File: src/common/sigfmd_pkg.sv
package sigfmd_pkg;

    localparam int sig_w  = 53;   // Hidden bit plus 52 fraction bits
    localparam int mop_w  = 58;   // Multiplier operand
    localparam int prod_w = 116;  // Full multiplier product
    localparam int res_w  = 57;   // Significand, guard, round and sticky
    localparam int seed_w = 8;    // Reciprocal seed fraction

    // Significand in [1,2), 1 integer bit and 52 fraction bits
    typedef logic [sig_w-1:0] sig_t;

    // Operand of the multiplier.
    // Significands enter as {sig, 5'b0}, which keeps 1 integer bit
    // and gives 57 fraction bits; A uses the same scale, and the
    // reciprocal x lies below 1 so it keeps 58 fraction bits
    typedef logic [mop_w-1:0] mop_t;

    typedef logic [prod_w-1:0] prod_t;  // Product of two mop_t

    typedef logic [res_w-1:0] res_t;  // Result handed to rounding

    // Seed s stands for the reciprocal 0.5 + s * 2^-9
    typedef logic [seed_w-1:0] seed_t;

    typedef enum logic [3:0] {
        idle,
        mul_issue,   // Single multiply pass
        mul_wait,
        nr_mul_xb,   // x times fb
        nr_wait_xb,
        nr_mul_ax,   // A times x
        nr_wait_ax,
        q_mul,       // Estimate fa times x
        q_wait,
        r_mul,       // Estimate times fb
        r_wait,
        finish
    } ctrl_state_t;

endpackage

File: src/logic/recip_rom.sv
module recip_rom #(
    parameter int seed_bits = 8
) (
    input  logic [seed_bits-1:0] addr,
    output sigfmd_pkg::seed_t    data
);

    // Seed nearest to the reciprocal of the interval midpoint.
    // Midpoint is 1 + (2*idx+1) / 2^(seed_bits+1), so the reciprocal
    // scaled by 2^(seed_bits+1) is 2^(2*seed_bits+2) / den
    function automatic sigfmd_pkg::seed_t recip_seed(input int idx);
        int den;
        int quo;
        den = (1 << (seed_bits + 1)) + 2 * idx + 1;
        quo = ((1 << (2 * seed_bits + 3)) + den) / (2 * den);  // Round half up
        return sigfmd_pkg::seed_t'(quo - (1 << seed_bits));    // Drop the 0.5 bit
    endfunction

    sigfmd_pkg::seed_t table_q [2**seed_bits];

    for (genvar i = 0; i < 2**seed_bits; i++) begin : g_entry
        assign table_q[i] = recip_seed(i);  // Constant per entry
    end

    assign data = table_q[addr];

endmodule

File: config.mk
export PLATFORM = sky130hd
export DESIGN_NAME = recip_rom
export DESIGN_NICKNAME = d
export VERILOG_FILES = /design/src/common/sigfmd_pkg.sv /design/src/logic/recip_rom.sv
export SDC_FILE = /design/constraint.sdc
export NUM_CORES = 1
export LEC_CHECK = 0
export BUFFER_PORTS_ARGS = -buffer_cell sky130_fd_sc_hd__buf_4
export CORE_ASPECT_RATIO = 0.75
export CORE_UTILIZATION = 50
export DETAILED_ROUTE_END_ITERATION = 8
export GPL_TIMING_DRIVEN = 0
export PLACE_DENSITY = 0.68
export SYNTH_ARGS = -nofsm -noshare
export SYNTH_HDL_FRONTEND = slang
export SYNTH_SLANG_ARGS = --single-unit
File: constraint.sdc
create_clock -name vclk -period 6.1
set_input_delay 1.22 -clock vclk [all_inputs]
set_output_delay 1.22 -clock vclk [all_outputs]
set_load 0.01 [all_outputs]
==> impl_summary.log <==
INFO  metric slew-limit-headroom = 0.255
INFO  metric path_cells = buf_4 > buf_2 > inv_1 > ha_1 > clkbuf_1 > mux2i_1 > a221oi_2 > o21ai_0 > a2111oi_0 > a211oi_1 > buf_4
INFO  metric finalMaxSlewViolations = 0
INFO  metric route.vias.total = 2622
INFO  metric max_capacitance_violation_count = 0
INFO  metric synth_warnings = 0
INFO  metric synth_largest_area_cell = ha_1
INFO  metric fillCellCount = 388
INFO  metric cp.depth = 11
INFO  metric sequential_area_share_after_synthesis = 0
INFO  metric post_cts_sizing = 0
INFO  metric global_route_wire_length_before_repair = 13000 µm
INFO  metric numSequentialCells = 0
INFO  metric worst_slack = 0.505 ns
INFO  metric die_h = 56.2 µm
INFO  metric gp_congestion = 0.979
INFO  metric share_of_post_route_cells_with_drive_strength_above_1 = 0.155
INFO  metric grt_overflow_total = 0
INFO  metric detail_route.first_pass.iterations = 9
INFO  metric dp_cells = 369
INFO  metric required_arrival_time_at_the_worst_endpoint = 4.88 ns
INFO  metric unrepaired_setup_endpoints_after_global_routing = false
INFO  metric share_of_the_clock_period_used_by_the_worst_path = 0.917
INFO  metric synthesis.area_per_instance = 6.51 µm²
INFO  metric routed_wire_length = 8420 µm
INFO  metric wire_per_inst = 22.8 µm
INFO  metric cpMaxStageDelayCell = a2111oi_0
INFO  metric timing_worst_slew_pin_value = 1.09 ns
INFO  metric synth_cell_type_count = 63
INFO  metric crit_path_end = data[1]
INFO  metric remaining_drc_errors = 0
INFO  metric crit_path_max_incr_delay = 0.97 ns
INFO  metric cp_top_family = compound AO/OA/AOI/OAI gates
INFO  metric cts_hold_buffers = 0
INFO  metric hold_path.startpoint = addr[6]
INFO  metric postCtsSetupRepairBufs = 0
INFO  metric startpoint_type = input pin
INFO  metric cp.buffers_inverters = 5
INFO  metric nets = 338
INFO  metric synth.top_cells.by_area = ha_1 (7.0%), a21oi_1 (6.9%), o21ai_0 (6.1%)
INFO  metric die_boundary_width = 74.3 µm
INFO  metric via_per_inst = 7.11
INFO  metric place_worst_setup_slack = 0.705 ns
INFO  metric critPathMaxFanout = 10
INFO  metric achievable-frequency = 179 MHz
INFO  metric status = completed
INFO  metric synthesized_area = 0.00196 mm²
INFO  metric finalSetupViolCount = 0
INFO  metric globalRoute.busiestLayer = met1
INFO  metric n_antenna_cell = 0
INFO  metric layout.cells.non_filler = 369
INFO  metric arrival = 4.37 ns
INFO  metric layout.area.seq = 0 µm²
INFO  metric synth_top_cell_area_share = 0.0703
INFO  metric die_area = 0.00417 mm²
INFO  metric synth_fp_nets = 320
INFO  metric fp.coreArea = 0.00371 mm²
INFO  metric fin_crit = 5.59 ns
INFO  metric cp_capture_type = primary output
INFO  metric grt_antenna_before_repair = 0
INFO  metric path_common_cell = buf_4
INFO  metric setup_tns = 0 ns
INFO  metric met1_track_utilization_from_global_routing = 0.649
INFO  metric synthToLayoutAreaGrowth = 9.46%
INFO  metric irDropWorstVdd = 0.0000506 V
INFO  metric grt_start_max_net_pins = 11
INFO  metric num_io_pins = 16
INFO  metric num_rows = 19
INFO  metric gr_util_met3 = 0.0960
INFO  metric power-per-cell-area = 86.2 mW/mm²
INFO  metric most_common_cell_in_the_synthesized_netlist = nor2_1
INFO  metric depth_of_the_worst_hold_timing_path = 4
INFO  metric clock_buf_count = 0
INFO  metric first_iter_violations = 489
INFO  metric numPortBuffers = 16
INFO  metric worstSetupPathType = in -> out
INFO  metric setup.worst_path.start = addr[1]
INFO  metric hold_path.class = in -> out
INFO  metric grt_pass1_vias = 2312
INFO  metric initial_core_util = 0.528
INFO  metric p_leak = 0.836 nW
INFO  metric synthesis.instances = 301
INFO  metric timing_hold_violations_final = 0
INFO  metric drtAntennaViolNets = 0
INFO  metric synth.cells.most_frequent = nor2_1 (31), a21oi_1 (27), o21ai_0 (24), nand2_1 (21), clkbuf_1 (15)
INFO  metric grtUsageTotal = 0.414
INFO  metric global_route.usage.met2 = 0.562
INFO  metric place.detailed.hpwl = 6010 µm
-- routing by layer --
layer / routed length [µm] / vias to the layer above
met4: 183 / 0
met2: 3310 / 222
met3: 1240 / 27
met1: 3680 / 1208
li1: - / 1165
met5: 0 / -
-- cell usage in the layout (no fill, tap or decap), drive strengths merged, types with 3 or more instances in the layout --
cell and instances:
a2111oi 3, nor3b 3, o21a 3, nand2 21, o21ai 24, or2 3, a22oi 3, a311o 3
inv 6, o31ai 3, nand3 5, a311oi 4, nand2b 12, buf 37, xor2 3, nor3 5
nor2 31, a211oi 9, a31oi 7, clkbuf 15, a211o 4, mux2i 8, o211ai 8, mux2 3
nor2b 6, a21oi 27, o311ai 4, and2 4, ha 11
-- how the worst min path moves through the flow --
stage	to	slack [ns]
floorplan	data[0]	2.63
CTS	data[0]	2.88
finish	data[0]	2.89
detailed placement	data[0]	2.88
global placement	data[0]	2.89
global route	data[0]	2.89
-- final cells by class --
type                       count  area (µm²)  area share
buffer                        36         198      0.0922
inverter                       8        30.0      0.0140
multi-input combinational    257        1730       0.807
tap                           52        65.1      0.0304
timing repair buffer          16         120      0.0560
-- through the flow --
step | hold WS, ns | power (mW) | util | cell area (µm²)
after floorplan | 2.63 | 0.120 | - | 1960
after global placement | 2.89 | 0.176 | 0.578 | 2140
after detailed placement | 2.88 | 0.175 | 0.578 | 2140
after CTS | 2.88 | 0.176 | 0.578 | 2140
after global routing | 2.89 | 0.194 | 0.578 | 2140
final | 2.89 | 0.185 | 0.578 | 2140
-- cells by family (layout without fill, tap and decap cells) --
kind of cell / Yosys count / count (layout) / synth area share
XOR/XNOR: 4 / 4 / 0.0217
adder cells (fa/ha/maj): 11 / 11 / 0.0703
AND/OR/NAND/NOR: 106 / 106 / 0.279
multiplexers: 13 / 13 / 0.0811
AO/OA/AOI/OAI: 123 / 123 / 0.432
buffers and inverters: 44 / 60 / 0.116
-- report_power, final --
group	leakage (nW)	internal [mW]	switching, mW
sequential	0	0	0
clock	0	0	0
combinational	0.836	0.0712	0.114
total	0.836	0.0712	0.114
Power figures use the tool's default switching activity.
