## src/common/sigfmd_pkg.sv

```systemverilog
package sigfmd_pkg;

    localparam int sig_w  = 53;   // Hidden bit plus 52 fraction bits
    localparam int mop_w  = 58;   // Multiplier operand
    localparam int prod_w = 116;  // Full multiplier product
    localparam int res_w  = 57;   // Significand, guard, round and sticky
    localparam int seed_w = 8;    // Reciprocal seed fraction

    // Significand in [1,2), 1 integer bit and 52 fraction bits
    typedef logic [sig_w-1:0] sig_t;

    // Operand of the multiplier.
    // Significands enter as {sig, 5'b0}, which keeps 1 integer bit
    // and gives 57 fraction bits; A uses the same scale, and the
    // reciprocal x lies below 1 so it keeps 58 fraction bits
    typedef logic [mop_w-1:0] mop_t;

    typedef logic [prod_w-1:0] prod_t;  // Product of two mop_t

    typedef logic [res_w-1:0] res_t;  // Result handed to rounding

    // Seed s stands for the reciprocal 0.5 + s * 2^-9
    typedef logic [seed_w-1:0] seed_t;

    typedef enum logic [3:0] {
        idle,
        mul_issue,   // Single multiply pass
        mul_wait,
        nr_mul_xb,   // x times fb
        nr_wait_xb,
        nr_mul_ax,   // A times x
        nr_wait_ax,
        q_mul,       // Estimate fa times x
        q_wait,
        r_mul,       // Estimate times fb
        r_wait,
        finish
    } ctrl_state_t;

endpackage

```

## src/sigfmd/sigfmd_ctrl.sv

```systemverilog
module sigfmd_ctrl #(
    parameter int seed_bits = 8,
    parameter int iter_dp   = 3,
    parameter int iter_sp   = 2
) (
    input  logic                   clk,
    input  logic                   rst,
    input  logic                   start,
    input  logic                   fdiv,
    input  logic                   db,
    input  sigfmd_pkg::sig_t       fa,
    input  sigfmd_pkg::sig_t       fb,
    output logic                   busy,
    output logic [seed_bits-1:0]   seed_addr,
    input  sigfmd_pkg::seed_t      seed,
    output sigfmd_pkg::mop_t       mul_a,
    output sigfmd_pkg::mop_t       mul_b,
    output logic                   mul_valid,
    input  sigfmd_pkg::prod_t      prod,
    input  logic                   prod_valid,
    output sigfmd_pkg::sig_t       fa_q,
    output sigfmd_pkg::sig_t       fb_q,
    output logic                   op_div,
    output logic                   op_db,
    output sigfmd_pkg::mop_t       est,
    output sigfmd_pkg::prod_t      eb,
    output logic                   sel_go
);

    localparam int iter_max = (iter_dp > iter_sp) ? iter_dp : iter_sp;
    localparam int cnt_w    = $clog2(iter_max + 1);

    sigfmd_pkg::ctrl_state_t state;
    logic [cnt_w-1:0]        iter_cnt;  // Newton iterations left
    sigfmd_pkg::mop_t        x;         // Reciprocal of fb, 58 fraction bits
    sigfmd_pkg::mop_t        a_nr;      // Two minus x times fb
    sigfmd_pkg::mop_t        fa_m;
    sigfmd_pkg::mop_t        fb_m;

    assign fa_m      = {fa_q, 5'b0};
    assign fb_m      = {fb_q, 5'b0};
    assign seed_addr = fb[51 -: seed_bits];  // Read while start is high
    assign busy      = (state != sigfmd_pkg::idle);

    always_ff @(posedge clk) begin
        if (rst) begin
            state    <= sigfmd_pkg::idle;
            iter_cnt <= '0;
        end else begin
            case (state)
                sigfmd_pkg::idle: begin
                    if (start) begin
                        state    <= fdiv ? sigfmd_pkg::nr_mul_xb : sigfmd_pkg::mul_issue;
                        iter_cnt <= db ? cnt_w'(iter_dp) : cnt_w'(iter_sp);
                    end
                end
                sigfmd_pkg::mul_issue:  state <= sigfmd_pkg::mul_wait;
                sigfmd_pkg::mul_wait: begin
                    if (prod_valid) state <= sigfmd_pkg::idle;  // Result taken by select_fd
                end
                sigfmd_pkg::nr_mul_xb:  state <= sigfmd_pkg::nr_wait_xb;
                sigfmd_pkg::nr_wait_xb: begin
                    if (prod_valid) state <= sigfmd_pkg::nr_mul_ax;
                end
                sigfmd_pkg::nr_mul_ax:  state <= sigfmd_pkg::nr_wait_ax;
                sigfmd_pkg::nr_wait_ax: begin
                    if (prod_valid) begin
                        iter_cnt <= iter_cnt - 1'b1;
                        state    <= (iter_cnt == 1) ? sigfmd_pkg::q_mul : sigfmd_pkg::nr_mul_xb;
                    end
                end
                sigfmd_pkg::q_mul:      state <= sigfmd_pkg::q_wait;
                sigfmd_pkg::q_wait: begin
                    if (prod_valid) state <= sigfmd_pkg::r_mul;
                end
                sigfmd_pkg::r_mul:      state <= sigfmd_pkg::r_wait;
                sigfmd_pkg::r_wait: begin
                    if (prod_valid) state <= sigfmd_pkg::finish;
                end
                sigfmd_pkg::finish:     state <= sigfmd_pkg::idle;
                default:                state <= sigfmd_pkg::idle;
            endcase
        end
    end

    always_ff @(posedge clk) begin
        if (state == sigfmd_pkg::idle && start) begin
            fa_q   <= fa;
            fb_q   <= fb;
            op_div <= fdiv;
            op_db  <= db;
            x      <= {1'b1, seed, {(57 - seed_bits){1'b0}}};  // 0.5 plus seed fraction
        end
        if (state == sigfmd_pkg::nr_wait_xb && prod_valid) begin
            a_nr <= ~prod[115:58];  // Complement gives 2 - x*fb - ulp
        end
        if (state == sigfmd_pkg::nr_wait_ax && prod_valid) begin
            x <= prod[114:57];  // New x stays below 1
        end
        if (state == sigfmd_pkg::q_wait && prod_valid) begin
            est <= op_db ? {prod[115:60], 2'b0}   // 55 quotient fraction bits
                         : {prod[115:89], 31'b0}; // 26 quotient fraction bits
        end
        if (state == sigfmd_pkg::r_wait && prod_valid) begin
            eb <= prod;
        end
    end

    always_comb begin
        mul_a     = fa_m;
        mul_b     = fb_m;
        mul_valid = 1'b0;
        case (state)
            sigfmd_pkg::mul_issue: begin
                mul_valid = 1'b1;
            end
            sigfmd_pkg::nr_mul_xb: begin
                mul_a     = x;
                mul_valid = 1'b1;
            end
            sigfmd_pkg::nr_mul_ax: begin
                mul_a     = a_nr;
                mul_b     = x;
                mul_valid = 1'b1;
            end
            sigfmd_pkg::q_mul: begin
                mul_b     = x;
                mul_valid = 1'b1;
            end
            sigfmd_pkg::r_mul: begin
                mul_a     = est;
                mul_valid = 1'b1;
            end
            default: ;
        endcase
    end

    // Multiply result goes straight from the product register
    assign sel_go = ((state == sigfmd_pkg::mul_wait) && prod_valid)
                  || (state == sigfmd_pkg::finish);

endmodule

```

## config.mk

```make
export PLATFORM = sky130hd
export DESIGN_NAME = sigfmd_ctrl
export DESIGN_NICKNAME = d
export VERILOG_FILES = /design/src/common/sigfmd_pkg.sv /design/src/sigfmd/sigfmd_ctrl.sv
export SDC_FILE = /design/constraint.sdc
export NUM_CORES = 1
export LEC_CHECK = 0
export ABC_AREA = 0
export BUFFER_PORTS_ARGS = -buffer_cell sky130_fd_sc_hd__buf_4
export CORE_AREA = 2 2 248 250
export DETAILED_ROUTE_END_ITERATION = 16
export DIE_AREA = 0 0 250 252
export PLACE_DENSITY = 0.54
export SETUP_SLACK_MARGIN = 0.4
export SYNTH_ARGS = -nofsm -noshare
export SYNTH_HDL_FRONTEND = slang
export SYNTH_SLANG_ARGS = --single-unit
export TNS_END_PERCENT = 20
```

## constraint.sdc

```tcl
create_clock -name clk -period 17.5 [get_ports clk]
set_clock_uncertainty 0.1 [all_clocks]
set_input_delay 0.875 -clock clk [delete_from_list [all_inputs] [get_ports clk]]
set_output_delay 0.875 -clock clk [all_outputs]
set_load 0.01 [all_outputs]
```

==> flow_summary_export.csv, run 1 <==
group,metric,value,unit
run_status,status,"finished, final reports clean",
grt,grt.total_usage,18.0,%
grt,grt_pass1_wl,81.9,mm
yosys,synth_warnings,0,
clocking,cts_tree,"built",
drt,route.detailed.drc,0,
layout,fillers,5804,
setup_path,path_buf_inv,2,
drt,finalWirelength,59.4,mm
place,io_buffers,642,
clocking,clk_path_buf_depth,3,
grt,antenna_found_initial,3,
grt,grt_pass1_vias,11374,
timing,relSlewSlack,25.4,%
timing,setup_viol,0,
clocking,cts_post_setup_buffers_inserted,0,
clocking,cts_root_buf,"clkbuf_16",
setup_path,crit_path_start,"state[1]",
drt,num_vias,10882,
timing,tightest_slew,1120,ps
timing,hold_viol,0,
layout,syn_to_final_growth,46.2,%
setup_path,endpoint_kind,"primary output",
timing,fin_crit,4760,ps
drt,viasPerCell,4.60,
floorplan,die-area,0.0630,mm²
place,dp_cells,2279,
setup_path,slowest_delay,950,ps
timing,rsz0062_at_grt,"no",
place,place_area,0.0210,mm²
drt,antenna_left,0,
floorplan,start_util,25.5,%
setup_path,cpMaxStageDelayCell,"nor2b_4",
power_and_ir_drop,leakagePower,8.75,nW
grt,grt_max_degree,64,
yosys,yosysSeqAreaShare,78.3,%
floorplan,fp-row-count,90,
setup_path,path_depth,5,
setup_path,crit_arrival,3780,ps
layout,layout_commonest_cell,"buf_4",
layout,fin_util,37.3,%
clocking,cts.sinks,402,
clocking,clkTransAtPathRegs,60,ps
floorplan,core,0.0601,mm²
setup_path,start_kind,"flop",
drt,first_pass_iters,5,
floorplan,pin_count,645,
layout,nets,1783,
setup_path,worstReg2RegEnd,"est[40]",
setup_path,worst-setup-path-type,"flop to primary output",
timing,tns,0,ps
power_and_ir_drop,irDropWorstVdd,72.0,µV
yosys,synthArstFlopShare,0,%
place,gp_congestion,0.844,
floorplan,fp.dieH,252,µm
yosys,synthCells,910,
setup_path,worst_path_most_repeated_cell,"buf_4",
drt,wl_per_cell,25.1,µm
setup_path,r2r-start,"state[3]",
drt,drt_iter0_drc,733,
flow_run,maxCapViolCount,0,
power_and_ir_drop,power.density,110,mW/mm²
setup_path,critPathTopFamily,"simple AND/OR/NAND/NOR gates",
setup_path,crit_path_end,"mul_a[28]",
timing,finalCritPeriodShare,27.2,%
worst_hold_path,hold_path_depth,1,
yosys,synth_flop_cell,"edfxtp_1",
clocking,htree_levels,2,
layout,drive_above_1_share,46.8,%
clocking,postCtsHoldBufs,0,
yosys,synthDistinctLibCells,41,
timing,fmaxAchievable,210,MHz
yosys,ys_ff_latch,402,
yosys,synth_edf_count,396,
timing,hold_ws,366,ps
setup_path,worstRegToRegCells,3,
yosys,syn_area_per_cell,16.9,µm²
setup_path,rrSetupSlack,14120,ps
setup_path,crit_fanout,36,
place,dp_hpwl,41.5,mm
worst_hold_path,hold_class,"input port to flop",
setup_path,required,16520,ps
timing,finalMaxSlewViolations,0,
layout,final_cell_mix,"652 x buf_4, 396 x edfxtp_1, 61 x nor2_1",
layout,layoutNonFillerInstCount,2364,
floorplan,die_w,250,µm
clocking,cts-resized-gates,0,
yosys,synthesis.area,0.0153,mm²
layout,fin_area,0.0224,mm²
grt,grt_overflow_total,0,
clocking,numCtsBuffers,47,
setup_path,crit_path_cell_trace,"nor2b_4, o31ai_4, buf_4, a221o_1, buf_4",
clocking,clkLatencyLatePin,570,ps
==> logic make-up after synthesis <==
| logic type | synth area share, % |
|---|---|
| other cells | 0.0244 |
| simple gates | 6.11 |
| buf+inv | 3.78 |
| mux | 4.54 |
| fa+ha+maj | 0.0815 |
| compound gates | 7.17 |
| flops | 78.3 |
==> area by class of cell <==
| cell class | instances | area (µm²) | area share, % |
|---|---|---|---|
| Antenna cell | 2 | 5.00 | 0.0223 |
| Clock buffer | 65 | 1260 | 5.64 |
| Clock inverter | 18 | 183 | 0.814 |
| Inverter | 61 | 229 | 1.02 |
| Multi-Input combinational cell | 382 | 2870 | 12.8 |
| Sequential cell | 402 | 12000 | 53.5 |
| Tap cell | 782 | 978 | 4.36 |
| Timing Repair Buffer | 652 | 4890 | 21.8 |
==> power by group <==
| part | internal, mW | switching [mW] | leakage [nW] |
|---|---|---|---|
| sequential | 1.13 | 0.0442 | 3.71 |
| clock | 0.549 | 0.389 | 0.700 |
| combinational | 0.161 | 0.202 | 4.33 |
==> per-layer routing <==
layer	wire [µm]	part of all wire, %	track usage (%)	vias up
met5	10	0.017	0	-
met4	1780	3.0	6.93	2
met3	4780	8.0	5.41	94
met2	30100	51	31.1	498
met1	22700	38	21.2	5523
li1	-	-	-	4765
==> worst min path at each step <==
stage	start	to	slack (ps)
2_1_floorplan	iter_cnt[1]	iter_cnt[1]	370
3_3_place_gp	iter_cnt[1]	iter_cnt[1]	380
3_5_place_dp	iter_cnt[1]	iter_cnt[1]	390
4_1_cts	fa[46]	fa_q[46]	320
5_1_grt	fa[0]	fa_q[0]	330
6_report	fa[0]	fa_q[0]	370
==> synthesized netlist by cell type (all sizes together), types with 2 or more instances <==
library cell / number / area, µm²
dfxtp: 6 / 120
and3: 7 / 43.8
and2: 32 / 200
a221o: 53 / 531
o21ai: 7 / 35.0
clkbuf: 19 / 71.3
nor2b: 9 / 56.3
nand2: 13 / 51.3
edfxtp: 396 / 11900
or3b: 2 / 17.5
a21oi: 3 / 18.8
nand2b: 4 / 25.0
buf: 47 / 279
nor3: 51 / 255
a22oi: 56 / 420
a21boi: 2 / 18.8
mux2: 61 / 687
nand3: 3 / 15.0
a22o: 2 / 17.5
inv: 61 / 229
nor2: 65 / 251
==> flip-flops by register name, indices dropped and copies added (netlist names) <==
signal / flops
eb: 116
op_db: 1
op_div: 1
est: 56
a_nr: 58
state: 4
fb_q: 53
iter_cnt: 2
x: 58
fa_q: 53
==> through the flow <==
stage	power, mW	setup WS (ps)
after CTS	2.51	12680
after detailed placement	1.56	13330
after floorplan	1.33	10990
final	2.48	12740
after global routing	2.57	12520
after global placement	1.56	13320
Note: power is estimated with default switching activity, not from simulation.
==> inputs of run 2 (changes only) <==
--- a/config.mk
+++ b/config.mk
@@ -7,10 +7,10 @@
 export LEC_CHECK = 0
 export ABC_AREA = 0
 export BUFFER_PORTS_ARGS = -buffer_cell sky130_fd_sc_hd__buf_4
-export CORE_AREA = 2 2 248 250
+export CORE_AREA = 2 2 250 252
 export DETAILED_ROUTE_END_ITERATION = 16
-export DIE_AREA = 0 0 250 252
-export PLACE_DENSITY = 0.54
+export DIE_AREA = 0 0 252 254
+export PLACE_DENSITY = 0.55
 export SETUP_SLACK_MARGIN = 0.4
 export SYNTH_ARGS = -nofsm -noshare
 export SYNTH_HDL_FRONTEND = slang
==> constraint.sdc (replaced) <==
create_clock -name clk -period 3.9 [get_ports clk]
set_clock_uncertainty 0.1 [all_clocks]
set_input_delay 0.195 -clock clk [delete_from_list [all_inputs] [get_ports clk]]
set_output_delay 0.195 -clock clk [all_outputs]
set_load 0.01 [all_outputs]
==> run 2 against run 1 <==
Wire length grew 6.1%. Critical path type unchanged. Sequential cell count unchanged. Largest power group unchanged. Highest routed layer unchanged. Worst setup slack worse by 12000 ps. Via count is 8.7% higher. Clock-buffer cell count down 7. Sequential share of layout area is 5.4 points lower. Critical path depth did not move.
==> flow_summary_export.csv, run 2 (synthesized netlist as in run 1, its figures left out) <==
group,metric,value,unit
run_status,status,"finished, final reports clean",
power_and_ir_drop,comb_power_share,16.5,%
timing,setup_viol,0,
timing,fmaxAchievable,300,MHz
drt,first_pass_iters,4,
floorplan,pin_count,645,
layout,nets,2037,
grt,grt_pass1_wl,87.3,mm
clocking,cts_root_buf,"clkbuf_16",
layout,syn_to_final_growth,62.7,%
timing,fin_ws,571,ps
grt,grt_overflow_total,0,
clocking,clkTransAtPathRegs,60,ps
power_and_ir_drop,p_sw,2.97,mW
place,dp_hpwl,42.8,mm
drt,num_vias,11828,
setup_path,rrSetupSlack,800,ps
setup_path,worstRegToRegCells,6,
setup_path,cpMaxStageDelayCell,"dfxtp_1",
clocking,cts.sinks,402,
layout,final_cell_mix,"668 x buf_4, 396 x edfxtp_1, 235 x dlygate4sd3_1",
clocking,cts_post_setup_buffers_inserted,0,
place,io_buffers,642,
setup_path,critPathTopFamily,"flip-flops",
place,dp_slack,1160,ps
floorplan,start_util,25.0,%
place,gp_congestion,0.797,
drt,drt_iter0_drc,699,
setup_path,endpoint_kind,"primary output",
drt,route.detailed.drc,0,
worst_hold_path,hold_path_depth,5,
power_and_ir_drop,pwr-share-clk,37.2,%
layout,largest_registers,"eb: 116 flops, a_nr: 58 flops, x: 58 flops",
worst_hold_path,min_to,"state[0]",
setup_path,crit_path_cell_trace,"nor2b_4, o31ai_4, buf_4, a221o_1, buf_4",
drt,viasPerCell,4.51,
grt,grt_pass1_vias,12695,
clocking,clk_path_buf_depth,3,
flow_run,maxCapViolCount,0,
clocking,numCtsBuffers,47,
setup_path,path_buf_inv,2,
setup_path,worst-setup-path-type,"flop to primary output",
layout,fillers,5693,
layout,fin_util,40.7,%
power_and_ir_drop,sw_frac_of_total,26.2,%
power_and_ir_drop,power.density,455,mW/mm²
timing,tightest_slew,920,ps
floorplan,core,0.0613,mm²
place,dp_cells,2306,
grt,grt.total_usage,18.8,%
power_and_ir_drop,cell_internal_pwr,8.39,mW
setup_path,crit_fanout,31,
timing,finalCritPeriodShare,85.3,%
layout,layout_commonest_cell,"buf_4",
drt,wl_per_cell,24.0,µm
power_and_ir_drop,irDropWorstVdd,340,µV
layout,layoutNonFillerInstCount,2623,
worst_hold_path,hp-start,"start",
layout,largest_reg_flops,116,
power_and_ir_drop,seq_power_share,46.3,%
floorplan,fp.dieH,254,µm
clocking,clkLatencyLatePin,580,ps
worst_hold_path,hold_class,"input port to flop",
setup_path,required,3610,ps
timing,rsz0062_at_grt,"no",
layout,fin_area,0.0250,mm²
layout,regMostFlops,"eb",
timing,fin_crit,3330,ps
clocking,htree_levels,2,
timing,finalMaxSlewViolations,0,
setup_path,r2r-start,"state[1]",
timing,hold_ws,71.5,ps
floorplan,die-area,0.0640,mm²
layout,drive_above_1_share,41.5,%
layout,num_antenna_cells,0,
floorplan,die_w,252,µm
timing,hold_viol,0,
grt,grt_max_degree,109,
setup_path,worstReg2RegEnd,"iter_cnt[0]",
setup_path,worst_path_most_repeated_cell,"buf_4",
timing,relSlewSlack,38.7,%
drt,antenna_left,0,
setup_path,slowest_delay,870,ps
setup_path,start_kind,"flop",
power_and_ir_drop,leakagePower,9.82,nW
setup_path,crit_arrival,3030,ps
place,place_area,0.0212,mm²
clocking,cts_tree,"built",
timing,tns,0,ps
drt,finalWirelength,63.0,mm
grt,antenna_found_initial,3,
power_and_ir_drop,p_total,11.4,mW
floorplan,fp-row-count,91,
[run 2: cell types whose count changed in the layout (fill, tap and decap cells not counted), moves of 2 or more]
cell           change
clkinv_1           +3
diode_2            -2
buf_12             +3
clkinv_2           +2
clkbuf_1           -6
buf_4             +16
dlygate4sd3_1    +235
[run 2: per-layer routing]
metal / vias up / track usage [%] / wire length, µm
met1: 5940 / 22.2 / 24600
met3: 106 / 4.08 / 3930
met5: - / 0 / 15
li1: 5265 / - / -
met2: 515 / 33.7 / 32500
met4: 2 / 6.68 / 1960
[run 2: power groups by stage]
stage | Clock, mW | Combinational [mW] | Sequential (mW)
after detailed placement | 0 | 1.70 | 5.35
after floorplan | 0 | 0.629 | 5.34
after CTS | 4.34 | 1.91 | 5.26
final | 4.22 | 1.88 | 5.26
after global placement | 0 | 1.69 | 5.34
after global routing | 4.49 | 2.00 | 5.28
[run 2: worst min-delay path: stages]
cell and delay (ps):
buf_4 100, nor2b_1 120, o21ai_0 80, nand3_1 100
and2_1 120
[run 2: worst max path at each step]
stage,end,from,slack (ps),cells after the start
2_1_floorplan,a_nr[0],state[0],90,4
3_3_place_gp,mul_a[14],state[3],1250,4
3_5_place_dp,mul_a[44],state[1],1160,5
4_1_cts,mul_a[44],state[1],520,5
5_1_grt,mul_a[44],state[1],430,5
6_report,mul_a[44],state[1],570,5
[run 2: final cells by class]
type	instances	area, µm²	area share (%)
clock buffers	58	1220	4.88
clock inverters	24	215	0.862
inverters	61	229	0.918
multi-input cells	382	2870	11.5
flip-flops and latches	402	12000	48.1
well taps	790	988	3.96
repair buffers	906	7430	29.8
[run 2: repair_timing]
item                                   in CTS  in global routing
endpoints found under the hold margin     402                  0
resized for setup                           0                  0
hold buffers                              235                  0
